<file path="src/hw/modexp_pkg.sv">
package modexp_pkg;

	////////////////////////////////////////////////////////////
	// Arithmetic

	// Mersenne prime 2^31-1
	localparam logic [31:0] P_MOD = 32'h7FFF_FFFF;

	////////////////////////////////////////////////////////////
	// Lanes and result table

	localparam int N_LANES = 4;
	// Wide enough to index N_LANES
	localparam int LANE_W = 2;

	// One table entry per tag
	localparam int N_TAGS = 8;
	localparam int TAG_W = 3;

	////////////////////////////////////////////////////////////
	// Register map, byte offsets

	localparam logic [31:0] REG_BASE = 32'h00;
	localparam logic [31:0] REG_EXP = 32'h04;
	// Write issues a job, tag in bits 2:0
	localparam logic [31:0] REG_CMD = 32'h08;
	// Done bits 7:0, busy bit 8, write ones to clear
	localparam logic [31:0] REG_STATUS = 32'h0C;
	// Eight words, one per tag
	localparam logic [31:0] REG_RESULT = 32'h20;
	// End of map
	localparam logic [31:0] REG_LAST = 32'h3F;

	// Block field of the RESULT window
	localparam logic [2:0] BLOCK_RESULT = REG_RESULT[7:5];

	////////////////////////////////////////////////////////////
	// Low address byte, seen as a whole or as fields

	typedef union packed {
		logic [7:0] raw;
		struct packed {
			logic [2:0] block;
			// Word within the block
			logic [2:0] index;
			logic [1:0] byte_sel;
		} fields;
	} apb_addr_u;

endpackage
</file>
<file path="src/hw/modexp_job_if.sv">
`timescale 1ns/100ps

interface modexp_job_if;

	// Handshake pair
	logic valid;
	logic ready;

	// Job operands
	// Result value when used on the lane output side
	logic [31:0] base;
	logic [31:0] exp;
	logic [modexp_pkg::TAG_W-1:0] tag;

	// Producer side
	modport src (output valid, base, exp, tag, input ready);

	// Consumer side
	modport dst (input valid, base, exp, tag, output ready);

	// Read-only observer
	modport mon (input valid, ready, base, exp, tag);

endinterface

</file>
<file path="src/hw/modexp_regs.sv">
`timescale 1ns/100ps

module modexp_regs (
	input logic apb,
	input logic rst_n,

	// APB completer
	input logic psel,
	input logic penable,
	input logic pwrite,
	input logic [31:0] paddr,
	input logic [31:0] pwdata,
	output logic [31:0] prdata,
	output logic pready,
	output logic pslverr,

	// Collector side
	input logic [modexp_pkg::N_TAGS-1:0] done_mask,
	input logic [31:0] rd_data,
	output logic [modexp_pkg::TAG_W-1:0] rd_tag,
	output logic [modexp_pkg::N_TAGS-1:0] clr_mask,

	// Dispatcher side
	input logic busy,
	modexp_job_if.src job_req
);

	////////////////////////////////////////////////////////////
	// Address decode

	modexp_pkg::apb_addr_u addr;
	logic [31:0] reg_off;
	logic in_map;
	logic access;

	logic hit_base;
	logic hit_exp;
	logic hit_cmd;
	logic hit_status;
	logic hit_result;

	logic base_bad;
	logic wr_ok;

	logic [31:0] base_q;
	logic [31:0] exp_q;

	assign addr.raw = paddr[7:0];
	assign reg_off = {24'h0, addr.raw};

	// Anything above the map is an error
	assign in_map = (paddr <= modexp_pkg::REG_LAST);

	// Access phase of a transfer
	assign access = psel && penable;

	assign hit_base = in_map && (reg_off == modexp_pkg::REG_BASE);
	assign hit_exp = in_map && (reg_off == modexp_pkg::REG_EXP);
	assign hit_cmd = in_map && (reg_off == modexp_pkg::REG_CMD);
	assign hit_status = in_map && (reg_off == modexp_pkg::REG_STATUS);
	// Whole RESULT window by block field
	assign hit_result = in_map && (addr.fields.block == modexp_pkg::BLOCK_RESULT);

	// Base must already be reduced
	assign base_bad = hit_base && (pwdata >= modexp_pkg::P_MOD);

	////////////////////////////////////////////////////////////
	// Response

	always_comb begin
		pslverr = 1'b0;
		if (access) begin
			if (!in_map)
				pslverr = 1'b1;
			else if (pwrite && base_bad)
				pslverr = 1'b1;
			// CMD is write only
			else if (!pwrite && hit_cmd)
				pslverr = 1'b1;
		end
	end

	// CMD writes stretch until the dispatcher takes the job
	assign pready = access && !(pwrite && hit_cmd && !job_req.ready);

	// Read mux
	always_comb begin
		prdata = 32'h0;
		if (access && !pwrite) begin
			if (hit_base)
				prdata = base_q;
			else if (hit_exp)
				prdata = exp_q;
			else if (hit_status)
				prdata = 32'({busy, done_mask});
			else if (hit_result)
				prdata = rd_data;
		end
	end

	// Table lookup follows the word index
	assign rd_tag = addr.fields.index;

	////////////////////////////////////////////////////////////
	// Writes

	// Completed error-free write
	assign wr_ok = access && pwrite && pready && !pslverr;

	always_ff @(posedge apb or negedge rst_n) begin
		if (!rst_n) begin
			base_q <= 32'h0;
			exp_q <= 32'h0;
		end else begin
			// Rejected bases leave the old value in place
			if (wr_ok && hit_base)
				base_q <= pwdata;
			if (wr_ok && hit_exp)
				exp_q <= pwdata;
		end
	end

	// Single-cycle clear pulse, zero wait state access
	assign clr_mask = (wr_ok && hit_status) ? pwdata[modexp_pkg::N_TAGS-1:0] : '0;

	////////////////////////////////////////////////////////////
	// Job issue

	// Held by the APB master while the access is stretched
	assign job_req.valid = access && pwrite && hit_cmd;
	assign job_req.base = base_q;
	assign job_req.exp = exp_q;
	assign job_req.tag = pwdata[modexp_pkg::TAG_W-1:0];

	// Stalled job keeps its operands
	assert property (@(posedge apb) disable iff (!rst_n)
		job_req.valid && !job_req.ready |=>
			job_req.valid && $stable(job_req.base) && $stable(job_req.exp) &&
			$stable(job_req.tag))
		else $error("job_req changed while stalled");

endmodule

</file>
<file path="src/flat_wrapper.sv">
// flat-port wrapper written by rule: the top's interface ports become plain ports
module modexp_regs_flat 
  (apb, rst_n, psel, penable, pwrite, paddr, pwdata, prdata, pready, pslverr, done_mask, rd_data, rd_tag, clr_mask, busy, job_req_valid, job_req_base, job_req_exp, job_req_tag, job_req_ready);
  modexp_job_if job_req_i ();
  input logic apb;
  input logic rst_n;
  input logic psel;
  input logic penable;
  input logic pwrite;
  input logic [31:0] paddr;
  input logic [31:0] pwdata;
  output logic [31:0] prdata;
  output logic pready;
  output logic pslverr;
  input logic [modexp_pkg::N_TAGS-1:0] done_mask;
  input logic [31:0] rd_data;
  output logic [modexp_pkg::TAG_W-1:0] rd_tag;
  output logic [modexp_pkg::N_TAGS-1:0] clr_mask;
  input logic busy;
  output wire logic [$bits(job_req_i.valid)-1:0] job_req_valid;
  output wire logic [$bits(job_req_i.base)-1:0] job_req_base;
  output wire logic [$bits(job_req_i.exp)-1:0] job_req_exp;
  output wire logic [$bits(job_req_i.tag)-1:0] job_req_tag;
  input wire logic [$bits(job_req_i.ready)-1:0] job_req_ready;
  assign job_req_valid = job_req_i.valid;
  assign job_req_base = job_req_i.base;
  assign job_req_exp = job_req_i.exp;
  assign job_req_tag = job_req_i.tag;
  assign job_req_i.ready = job_req_ready;
  modexp_regs u_core (.apb(apb), .rst_n(rst_n), .psel(psel), .penable(penable), .pwrite(pwrite), .paddr(paddr), .pwdata(pwdata), .prdata(prdata), .pready(pready), .pslverr(pslverr), .done_mask(done_mask), .rd_data(rd_data), .rd_tag(rd_tag), .clr_mask(clr_mask), .busy(busy), .job_req(job_req_i));
endmodule
</file>
<file path="config.mk">
export PLATFORM = sky130hd
export DESIGN_NAME = modexp_regs_flat
export DESIGN_NICKNAME = d
export VERILOG_FILES = /design/src/hw/modexp_pkg.sv /design/src/hw/modexp_job_if.sv /design/src/hw/modexp_regs.sv /design/src/flat_wrapper.sv
export SDC_FILE = /design/constraint.sdc
export NUM_CORES = 1
export LEC_CHECK = 0
export BUFFER_PORTS_ARGS = -buffer_cell sky130_fd_sc_hd__buf_2
export CELL_PAD_IN_SITES_DETAIL_PLACEMENT = 1
export CELL_PAD_IN_SITES_GLOBAL_PLACEMENT = 1
export CORE_MARGIN = 8
export CORE_UTILIZATION = 30
export CTS_BUF_LIST = sky130_fd_sc_hd__clkbuf_8
export CTS_CLUSTER_DIAMETER = 120
export DETAILED_ROUTE_END_ITERATION = 12
export MAX_ROUTING_LAYER = met4
export PLACE_DENSITY_LB_ADDON = 0.1
export REMOVE_ABC_BUFFERS = 1
export SYNTH_ARGS = -nofsm -noshare
export SYNTH_HDL_FRONTEND = slang
export SYNTH_SLANG_ARGS = --single-unit
</file>
<file path="constraint.sdc">
create_clock -name apb -period 1.95 [get_ports apb]
set_input_delay 0.2925 -clock apb [delete_from_list [all_inputs] [get_ports apb]]
set_output_delay 0.2925 -clock apb [all_outputs]
set_load 0.02 [all_outputs]
</file>
==> results.sh, run 1 <==
export IMPL_min_period_over_period_pct=111
export IMPL_fin_cells=745
export IMPL_regToRegSetupSlack_ns=1.13
export IMPL_die_area_sq_um=16900
export IMPL_power_leakage_nw=3.48
export IMPL_final_nets=678
export IMPL_synth_top_area_share_pct=41.2
export IMPL_finalSetupTns_ns=-7.97
export IMPL_synthTopCellsByArea="dfrtp_1, mux2_4, o211a_1"
export IMPL_critPathKind="in2out"
export IMPL_area_growth_syn_to_layout_pct=49.8
export IMPL_synth_seq_area_share_pct=41.2
export IMPL_mostFrequentLayoutCell="buf_2"
export IMPL_h_tree_depth=3
export IMPL_slew_headroom_pct=72.8
export IMPL_power_density_nw_per_um2=460
export IMPL_end_kind="primary output"
export IMPL_cp_max_fo=23
export IMPL_grt_ovfl_total=0
export IMPL_setup_viol=43
export IMPL_drc_errors=0
export IMPL_crit_start="paddr[28]"
export IMPL_grt_antenna_before_repair=2
export IMPL_ios=224
export IMPL_cpPeakStageDelay_ns=0.29
export IMPL_start_util_pct=30.8
export IMPL_ant_nets=0
export IMPL_r2r_end="u_core.job_req.exp[1]"
export IMPL_min_period_ns=2.16
export IMPL_grt_max_degree=65
export IMPL_wirelength_microns=15500
export IMPL_grt_pass1_vias=4096
export IMPL_place_gp_congestion=0.838
export IMPL_r2r_cells=1
export IMPL_ir_worst_vdd_mv=0.227
export IMPL_final_area_sq_um=5820
export IMPL_synth_cell_types=32
export IMPL_groute_usage_overall_pct=18.9
export IMPL_fin_ws_ns=-0.214
export IMPL_dp_slack_ns=-0.294
export IMPL_clock_latency_ns=0.34
export IMPL_rsz0062_at_grt="yes"
export IMPL_fin_skew_ns=0
export IMPL_die_w_microns=130
export IMPL_layout_drive_gt1_share_pct=63.4
export IMPL_crit_chain="buf_6 > nor4_4 > nand4_1 > buf_4 > nor2_4 > nand2_2 > buf_12 > o211a_1 > buf_2"
export IMPL_layout_common_cells="buf_2, dfrtp_1, mux2_4"
export IMPL_cts_tree="done"
export IMPL_drv_cap=0
export IMPL_fill_cells=1447
export IMPL_hold_violations=0
export IMPL_worstPathArrival_ns=1.87
export IMPL_drv_slew=0
export IMPL_post_route_util_pct=46.2
export IMPL_syn_avg_cell_area_sq_um=12.1
export IMPL_cpMaxStageDelayCell="nor4_4"
export IMPL_syn_inst=321
export IMPL_worst_hold_slack_ns=0.207
export IMPL_finalPower_mw=2.68
export IMPL_hp_class="in2reg"
export IMPL_dpl_cell_count=722
export IMPL_outcome="complete, but fails checks"
export IMPL_numCtsBuffers=9
export IMPL_endpoint="prdata[28]"
export IMPL_dieHeight_microns=130
export IMPL_core_sq_um=12600
export IMPL_port_buffers=223
export IMPL_cts_buffer_depth=2
export IMPL_root_buffer="clkbuf_8"
export IMPL_vias=3609
export IMPL_startpoint_type="primary input"
export IMPL_post_drt_wl_per_cell_microns=20.8
export IMPL_r2r_start="u_core.job_req.exp[1]"
export IMPL_avgViaCountPerCell=4.84
export IMPL_cts_sinks=64
export IMPL_ys_warn_count=0
export IMPL_ys_seq_elements=64
export IMPL_rows=41
export IMPL_dr_first_iter_drc_count=109
export IMPL_synth_largest_area_cell="dfrtp_1"
export IMPL_tightest_slew_ns=0.408
export IMPL_drt_pass1_iterations=4
export IMPL_fmax_ghz=0.462
export IMPL_grt_pass1_wl_microns=23800
export IMPL_violations="setup timing"
export IMPL_dpl_cell_area_sq_um=5380
export IMPL_clkTransAtPathRegs_ns=0.06
export IMPL_required_ns=1.66
export IMPL_detailed_place_hpwl_microns=11700
export IMPL_syn_area_sq_um=3890
## worst min path at each step
stage          slack [ns]                     end  startpoint  cells after the start
3_5_place_dp         0.34  u_core.job_req.exp[19]       rst_n                      2
2_1_floorplan      -0.003  u_core.job_req.base[0]       rst_n                      0
6_report             0.21  u_core.job_req.exp[31]  pwdata[31]                      2
4_1_cts              0.19  u_core.job_req.exp[31]  pwdata[31]                      2
3_3_place_gp         0.33  u_core.job_req.exp[16]       rst_n                      2
5_1_grt              0.19  u_core.job_req.exp[31]  pwdata[31]                      2
## sequential cells by signal (all words and copies together), names as in the netlist
signal,cells
u_core.job_req.base,32
u_core.job_req.exp,32
## power breakdown
group	switching (mW)	internal, mW
clock	0.491	0.514
sequential	0.000000000821	1.33
combinational	0.182	0.165
total	0.674	2.01
## synth_stat cells
| cell | number |
|---|---|
| o211a_1 | 23 |
| mux2_4 | 43 |
| nand2b_1 | 23 |
| and2_1 | 9 |
| nor2_4 | 1 |
| nor3_1 | 1 |
| a22o_1 | 23 |
| buf_2 | 2 |
| o21ai_0 | 9 |
| or2_2 | 1 |
| nor4_4 | 1 |
| a21oi_1 | 2 |
| buf_4 | 6 |
| nand4b_1 | 1 |
| o221a_2 | 1 |
| nor2_1 | 13 |
| nand2_1 | 14 |
| a22oi_1 | 9 |
| nor4_1 | 8 |
| nor3b_1 | 1 |
| nand4_4 | 1 |
| nand4_1 | 8 |
| mux2i_1 | 9 |
| nor3b_4 | 2 |
| and3_1 | 2 |
| clkbuf_1 | 12 |
| nand3_1 | 3 |
| nand4b_4 | 1 |
| buf_6 | 7 |
| and4_1 | 1 |
| dfrtp_1 | 64 |
| mux2_2 | 20 |
## what timing repair did
| action | CTS | global route |
|---|---|---|
| setup buffers | 4 | 1 |
| pin swaps | 8 | 5 |
| endpoints found under the setup margin | 43 | 75 |
| hold buffers | 1 | 0 |
| gates resized for setup | 46 | 6 |
| gates cloned | 1 | 0 |
| endpoints found under the hold margin | 64 | 0 |
## metal layers
layer	track usage, %	vias up	routed length (microns)
li1	-	1695	-
met2	29.6	163	7090
met5	-	-	0
met1	23.7	1738	6950
met4	5.40	0	193
met3	4.73	13	1230
## cell families after synthesis
kind of cell    after synthesis  synth area share [%]
compound gates               67                  14.5
buf+inv                      27                  4.60
flops                        64                  41.2
mux                          72                  24.7
simple gates                 91                  14.9
## worst max-delay path: cells and delay by family
| kind | cells | cell delay (ns) |
|---|---|---|
| AND/OR/NAND/NOR | 4 | 0.74 |
| buffers and inverters | 4 | 0.62 |
| AO/OA/AOI/OAI | 1 | 0.21 |
## cell type report
| cell class | count | area (sq um) | share of cell area [%] |
|---|---|---|---|
| well taps | 172 | 215 | 3.69 |
| clock buffers | 11 | 151 | 2.60 |
| diodes | 2 | 5.00 | 0.0859 |
| flip-flops and latches | 64 | 1600 | 27.5 |
| clock inverters | 4 | 21.3 | 0.365 |
| multi-input cells | 230 | 2190 | 37.6 |
| repair buffers | 262 | 1640 | 28.2 |
Power figures use the tool's default switching activity.
==> inputs of run 2 (changes only) <==
--- a/config.mk
+++ b/config.mk
@@ -19,3 +19,4 @@
 export SYNTH_ARGS = -nofsm -noshare
 export SYNTH_HDL_FRONTEND = slang
 export SYNTH_SLANG_ARGS = --single-unit
+export TNS_END_PERCENT = 1
==> run 2 against run 1 <==
Effect of this change:
- the run still ends with setup timing left
- worst setup slack better by 0.060 ns
- global-route usage is 0.27 points lower
- cell count stayed put
- via count is 0.89% higher
- clock skew stayed put
- worst hold slack better by 0.00096 ns
- combinational power hardly changed
- non-clock buffer count stayed put
- critical endpoint unchanged
- highest routed layer unchanged
==> results.sh, run 2 (synthesis gave the netlist of run 1 again) <==
export IMPL_outcome="complete, but fails checks"
export IMPL_violations="setup timing"
export IMPL_multi_input_comb_area_sq_um=2190
export IMPL_detailed_place_hpwl_microns=11700
export IMPL_vias=3641
export IMPL_port_buffers=223
export IMPL_slew_headroom_pct=72.7
export IMPL_fin_skew_ns=0
export IMPL_finalPower_mw=2.68
export IMPL_worst_hold_slack_ns=0.208
export IMPL_min_period_over_period_pct=108
export IMPL_wirelength_microns=15400
export IMPL_area_growth_syn_to_layout_pct=49.8
export IMPL_ant_nets=0
export IMPL_numCtsBuffers=9
export IMPL_grt_pass1_vias=4053
export IMPL_end_kind="primary output"
export IMPL_grt_pass1_wl_microns=23500
export IMPL_die_w_microns=130
export IMPL_power_leakage_nw=3.48
export IMPL_fill_cells=1440
export IMPL_post_drt_wl_per_cell_microns=20.7
export IMPL_groute_usage_overall_pct=18.6
export IMPL_start_util_pct=30.8
export IMPL_grt_max_degree=65
export IMPL_critPathKind="in2out"
export IMPL_ios=224
export IMPL_post_route_util_pct=46.2
export IMPL_power_density_nw_per_um2=461
export IMPL_core_sq_um=12600
export IMPL_cts_buffer_depth=2
export IMPL_grt_antenna_before_repair=2
export IMPL_layout_drive_gt1_share_pct=62.9
export IMPL_dr_first_iter_drc_count=91
export IMPL_drc_errors=0
export IMPL_final_nets=678
export IMPL_cts_sinks=64
export IMPL_drv_slew=0
export IMPL_mostFrequentLayoutCell="buf_2"
export IMPL_fmax_ghz=0.475
export IMPL_rows=41
export IMPL_setup_viol=42
export IMPL_fin_ws_ns=-0.154
export IMPL_clkTransAtPathRegs_ns=0.06
export IMPL_drv_cap=0
export IMPL_clock_latency_ns=0.34
export IMPL_final_seq_area_sq_um=1600
export IMPL_required_ns=1.66
export IMPL_startpoint_type="primary input"
export IMPL_hold_violations=0
export IMPL_grt_ovfl_total=0
export IMPL_drt_pass1_iterations=4
export IMPL_rsz0062_at_grt="yes"
export IMPL_place_gp_congestion=0.838
export IMPL_avgViaCountPerCell=4.89
export IMPL_dpl_cell_count=722
export IMPL_ir_worst_vdd_mv=0.226
export IMPL_cp_max_fo=23
export IMPL_layout_common_cells="buf_2, dfrtp_1, mux2_4"
export IMPL_hp_class="in2reg"
export IMPL_worstPathArrival_ns=1.81
export IMPL_dieHeight_microns=130
export IMPL_die_area_sq_um=16900
export IMPL_min_period_ns=2.10
export IMPL_fin_cells=745
export IMPL_cts_tree="done"
export IMPL_tightest_slew_ns=0.410
export IMPL_root_buffer="clkbuf_8"
export IMPL_h_tree_depth=3
==> run 2: cell type report <==
type	instances	share of cell area (%)
multi-input combinational	230	37.6
timing repair buffer	262	28.1
sequential	64	27.5
tap	172	3.69
clock buffer	11	2.60
clock inverter	4	0.365
antenna	2	0.0859
==> run 2: power by group <==
group	total (mW)	switching, mW	internal, mW
clock	1.01	0.492	0.514
combinational	0.350	0.184	0.166
sequential	1.33	0.000000000826	1.33
total	2.68	0.675	2.01
==> run 2: worst paths after layout <==
| kind | from | to | slack, ns | depth (start not counted) |
|---|---|---|---|---|
| worst max-delay path | paddr[28] | prdata[28] | -0.15 | 9 |
| worst max register to register | u_core.job_req.exp[1] | u_core.job_req.exp[1] | 1.14 | 1 |
| min in group asynchronous | rst_n | u_core.job_req.exp[19] | 0.47 | 3 |
| max in group asynchronous | rst_n | u_core.job_req.base[5] | 1.17 | 3 |
| worst min register to register | u_core.job_req.exp[11] | u_core.job_req.exp[11] | 0.53 | 1 |
| worst min-delay path | pwdata[31] | u_core.job_req.exp[31] | 0.21 | 2 |
==> run 2: through the flow <==
step,instance area (sq um),setup slack (ns),TNS (ns)
3_3_place_gp,5380,-0.235,-14.45
3_5_place_dp,5380,-0.294,-22.39
6_report,5820,-0.154,-5.37
2_1_floorplan,3710,-0.818,-41.31
4_1_cts,5750,-0.137,-4.87
5_1_grt,5820,-0.250,-8.22
==> run 2: what timing repair did <==
action                                  in CTS  in global routing
resized for setup                           34                 14
pin swaps                                    5                  5
endpoints found under the hold margin       64                  0
buffers inserted                             4                  0
gates cloned                                 1                  0
hold buffers                                 1                  0
endpoints found under the setup margin      43                 44
==> run 2: critical path, stage by stage <==
cell and delay [ns]:
buf_6 0.10, nor4_4 0.26, nand4_1 0.18, buf_4 0.19
nor2_4 0.16, nand2_2 0.09, buf_12 0.16, o211a_1 0.21
buf_2 0.16
==> run 2: metal layers <==
| layer | wire, microns | part of all wire [%] | vias to the layer above | global-route usage (%) |
|---|---|---|---|---|
| li1 | - | - | 1695 | - |
| met1 | 6880 | 45 | 1769 | 23.5 |
| met2 | 7080 | 46 | 165 | 28.7 |
| met3 | 1300 | 8.4 | 12 | 5.02 |
| met4 | 188 | 1.2 | 0 | 5.40 |
| met5 | 0 | 0 | - | - |
==> inputs of run 3 (changes only) <==
==> constraint.sdc (replaced) <==
create_clock -name apb -period 1.92 [get_ports apb]
set_input_delay 0.288 -clock apb [delete_from_list [all_inputs] [get_ports apb]]
set_output_delay 0.288 -clock apb [all_outputs]
set_load 0.02 [all_outputs]
==> run 3 against run 2 <==
Effect of this change:
- the run still ends with setup timing left
- sequential share of layout area fell by 0.42 points
- worst hold slack got worse by 0.0046 ns
- worst setup slack got worse by 0.023 ns
- register-to-register slack got worse by 0.04 ns
- via count rose by 0.19%
- flip-flop and latch count did not move
- critical path depth did not move
- clock power rose by 41%
- global-route usage rose by 0.17 points
- critical path type unchanged
- highest routed layer unchanged
==> results.sh, run 3 (synthesis gave the netlist of run 1 again) <==
export IMPL_dieHeight_microns=130
export IMPL_cts_sinks=64
export IMPL_ios=224
export IMPL_dr_first_iter_drc_count=103
export IMPL_min_period_over_period_pct=109
export IMPL_drv_cap=0
export IMPL_power_leakage_nw=3.53
export IMPL_layout_common_cells="buf_2, dfrtp_1, mux2_4"
export IMPL_critPathKind="in2out"
export IMPL_fin_cells=750
export IMPL_dp_slack_ns=-0.301
export IMPL_core_sq_um=12600
export IMPL_h_tree_depth=3
export IMPL_multi_input_comb_area_sq_um=2170
export IMPL_drt_pass1_iterations=4
export IMPL_end_kind="primary output"
export IMPL_drc_errors=0
export IMPL_numCtsBuffers=9
export IMPL_required_ns=1.63
export IMPL_ir_worst_vdd_mv=0.354
export IMPL_setup_viol=42
export IMPL_root_buffer="clkbuf_8"
export IMPL_grt_antenna_before_repair=1
export IMPL_die_w_microns=130
export IMPL_post_drt_wl_per_cell_microns=21.0
export IMPL_crit_chain="buf_6 > nor4_4 > nand4_1 > buf_4 > nor2_4 > nand2_2 > buf_12 > o211a_1 > buf_2"
export IMPL_port_buffers=223
export IMPL_tightest_slew_ns=0.431
export IMPL_cpMaxStageDelayCell="nor4_4"
export IMPL_hold_violations=0
export IMPL_fill_cells=1480
export IMPL_fin_skew_ns=0
export IMPL_rows=41
export IMPL_start_util_pct=30.8
export IMPL_grt_pass1_wl_microns=23700
export IMPL_cpPeakStageDelay_ns=0.26
export IMPL_worst_hold_slack_ns=0.204
export IMPL_crit_family="simple AND/OR/NAND/NOR gates"
export IMPL_clkTransAtPathRegs_ns=0.06
export IMPL_slew_headroom_pct=71.3
export IMPL_path_buf_inv=4
export IMPL_fmax_ghz=0.477
export IMPL_startpoint_type="primary input"
export IMPL_detailed_place_hpwl_microns=11800
export IMPL_mostFrequentLayoutCell="buf_2"
export IMPL_dpl_cell_count=724
export IMPL_grt_pass1_vias=4086
export IMPL_grt_ovfl_total=0
export IMPL_area_growth_syn_to_layout_pct=52.1
export IMPL_power_density_nw_per_um2=528
export IMPL_cp_max_fo=23
export IMPL_groute_usage_overall_pct=18.8
export IMPL_place_gp_congestion=0.839
export IMPL_ant_nets=0
export IMPL_final_seq_area_sq_um=1600
export IMPL_outcome="complete, but fails checks"
export IMPL_avgViaCountPerCell=4.86
export IMPL_layout_drive_gt1_share_pct=62.5
export IMPL_vias=3648
export IMPL_fin_ws_ns=-0.177
export IMPL_cts_tree="done"
export IMPL_violations="setup timing"
export IMPL_min_period_ns=2.10
export IMPL_worstPathArrival_ns=1.81
export IMPL_drv_slew=0
export IMPL_finalSetupTns_ns=-5.89
export IMPL_grt_max_degree=65
export IMPL_cts_buffer_depth=2
export IMPL_clock_latency_ns=0.33
export IMPL_die_area_sq_um=16900
export IMPL_wirelength_microns=15800
export IMPL_rsz0062_at_grt="yes"
export IMPL_final_nets=682
export IMPL_hp_class="in2reg"
-- run 3: cell types whose count changed in the layout (fill, tap and decap cells not counted) --
cell	previous run	this run
and2_1	5	8
and2_4	4	1
buf_2	200	199
buf_4	39	42
buf_6	13	15
bufinv_16	0	3
clkbuf_8	11	10
clkinv_2	2	1
clkinv_4	0	1
clkinvlp_4	1	0
nor4_1	4	5
nor4_4	4	3
-- run 3: per-stage QoR --
step                      instance area [sq um]  power (mW)  util (%)
final                                      5910        3.12      46.9
after global routing                       5910        3.24      46.8
after CTS                                  5830        3.16      46.2
after detailed placement                   5400        1.72      42.8
after global placement                     5400        1.71      42.8
after floorplan                            3710        1.45         -
-- run 3: per-layer routing --
metal	wire length (microns)	global-route usage, %
met4	189	6.42
met1	7220	23.4
met3	1170	4.81
met2	7200	29.2
met5	0	-
-- run 3: worst paths after layout --
path	slack [ns]	from	to	cells past startpoint
setup reg to reg	1.10	u_core.job_req.exp[1]	u_core.job_req.exp[1]	1
min in group asynchronous	0.49	rst_n	u_core.job_req.base[19]	3
max in group asynchronous	1.14	rst_n	u_core.job_req.exp[0]	3
setup / recovery	-0.18	paddr[10]	prdata[18]	9
hold / removal	0.20	pwdata[31]	u_core.job_req.exp[31]	2
hold reg to reg	0.53	u_core.job_req.exp[11]	u_core.job_req.exp[11]	1
-- run 3: where the power goes --
group	switching, mW	leakage, nW	internal (mW)
combinational	0.186	2.51	0.171
clock	0.525	0.128	0.893
sequential	0.000000000851	0.895	1.35
-- run 3: cell type report --
| cell class | count | share of cell area [%] |
|---|---|---|
| clock buffer | 10 | 2.33 |
| multi-input combinational | 230 | 36.7 |
| timing repair buffer | 266 | 28.4 |
| tap | 172 | 3.64 |
| sequential | 64 | 27.1 |
| clock inverter | 6 | 1.82 |
| antenna | 2 | 0.0846 |
-- run 3: repair_timing --
item / CTS / global route
setup buffers: 5 / 1
hold endpoints to repair: 64 / 0
gates resized for setup: 33 / 13
endpoints found under the setup margin: 43 / 103
hold buffers: 1 / 0
gates cloned: 1 / 0
pin swaps: 4 / 6
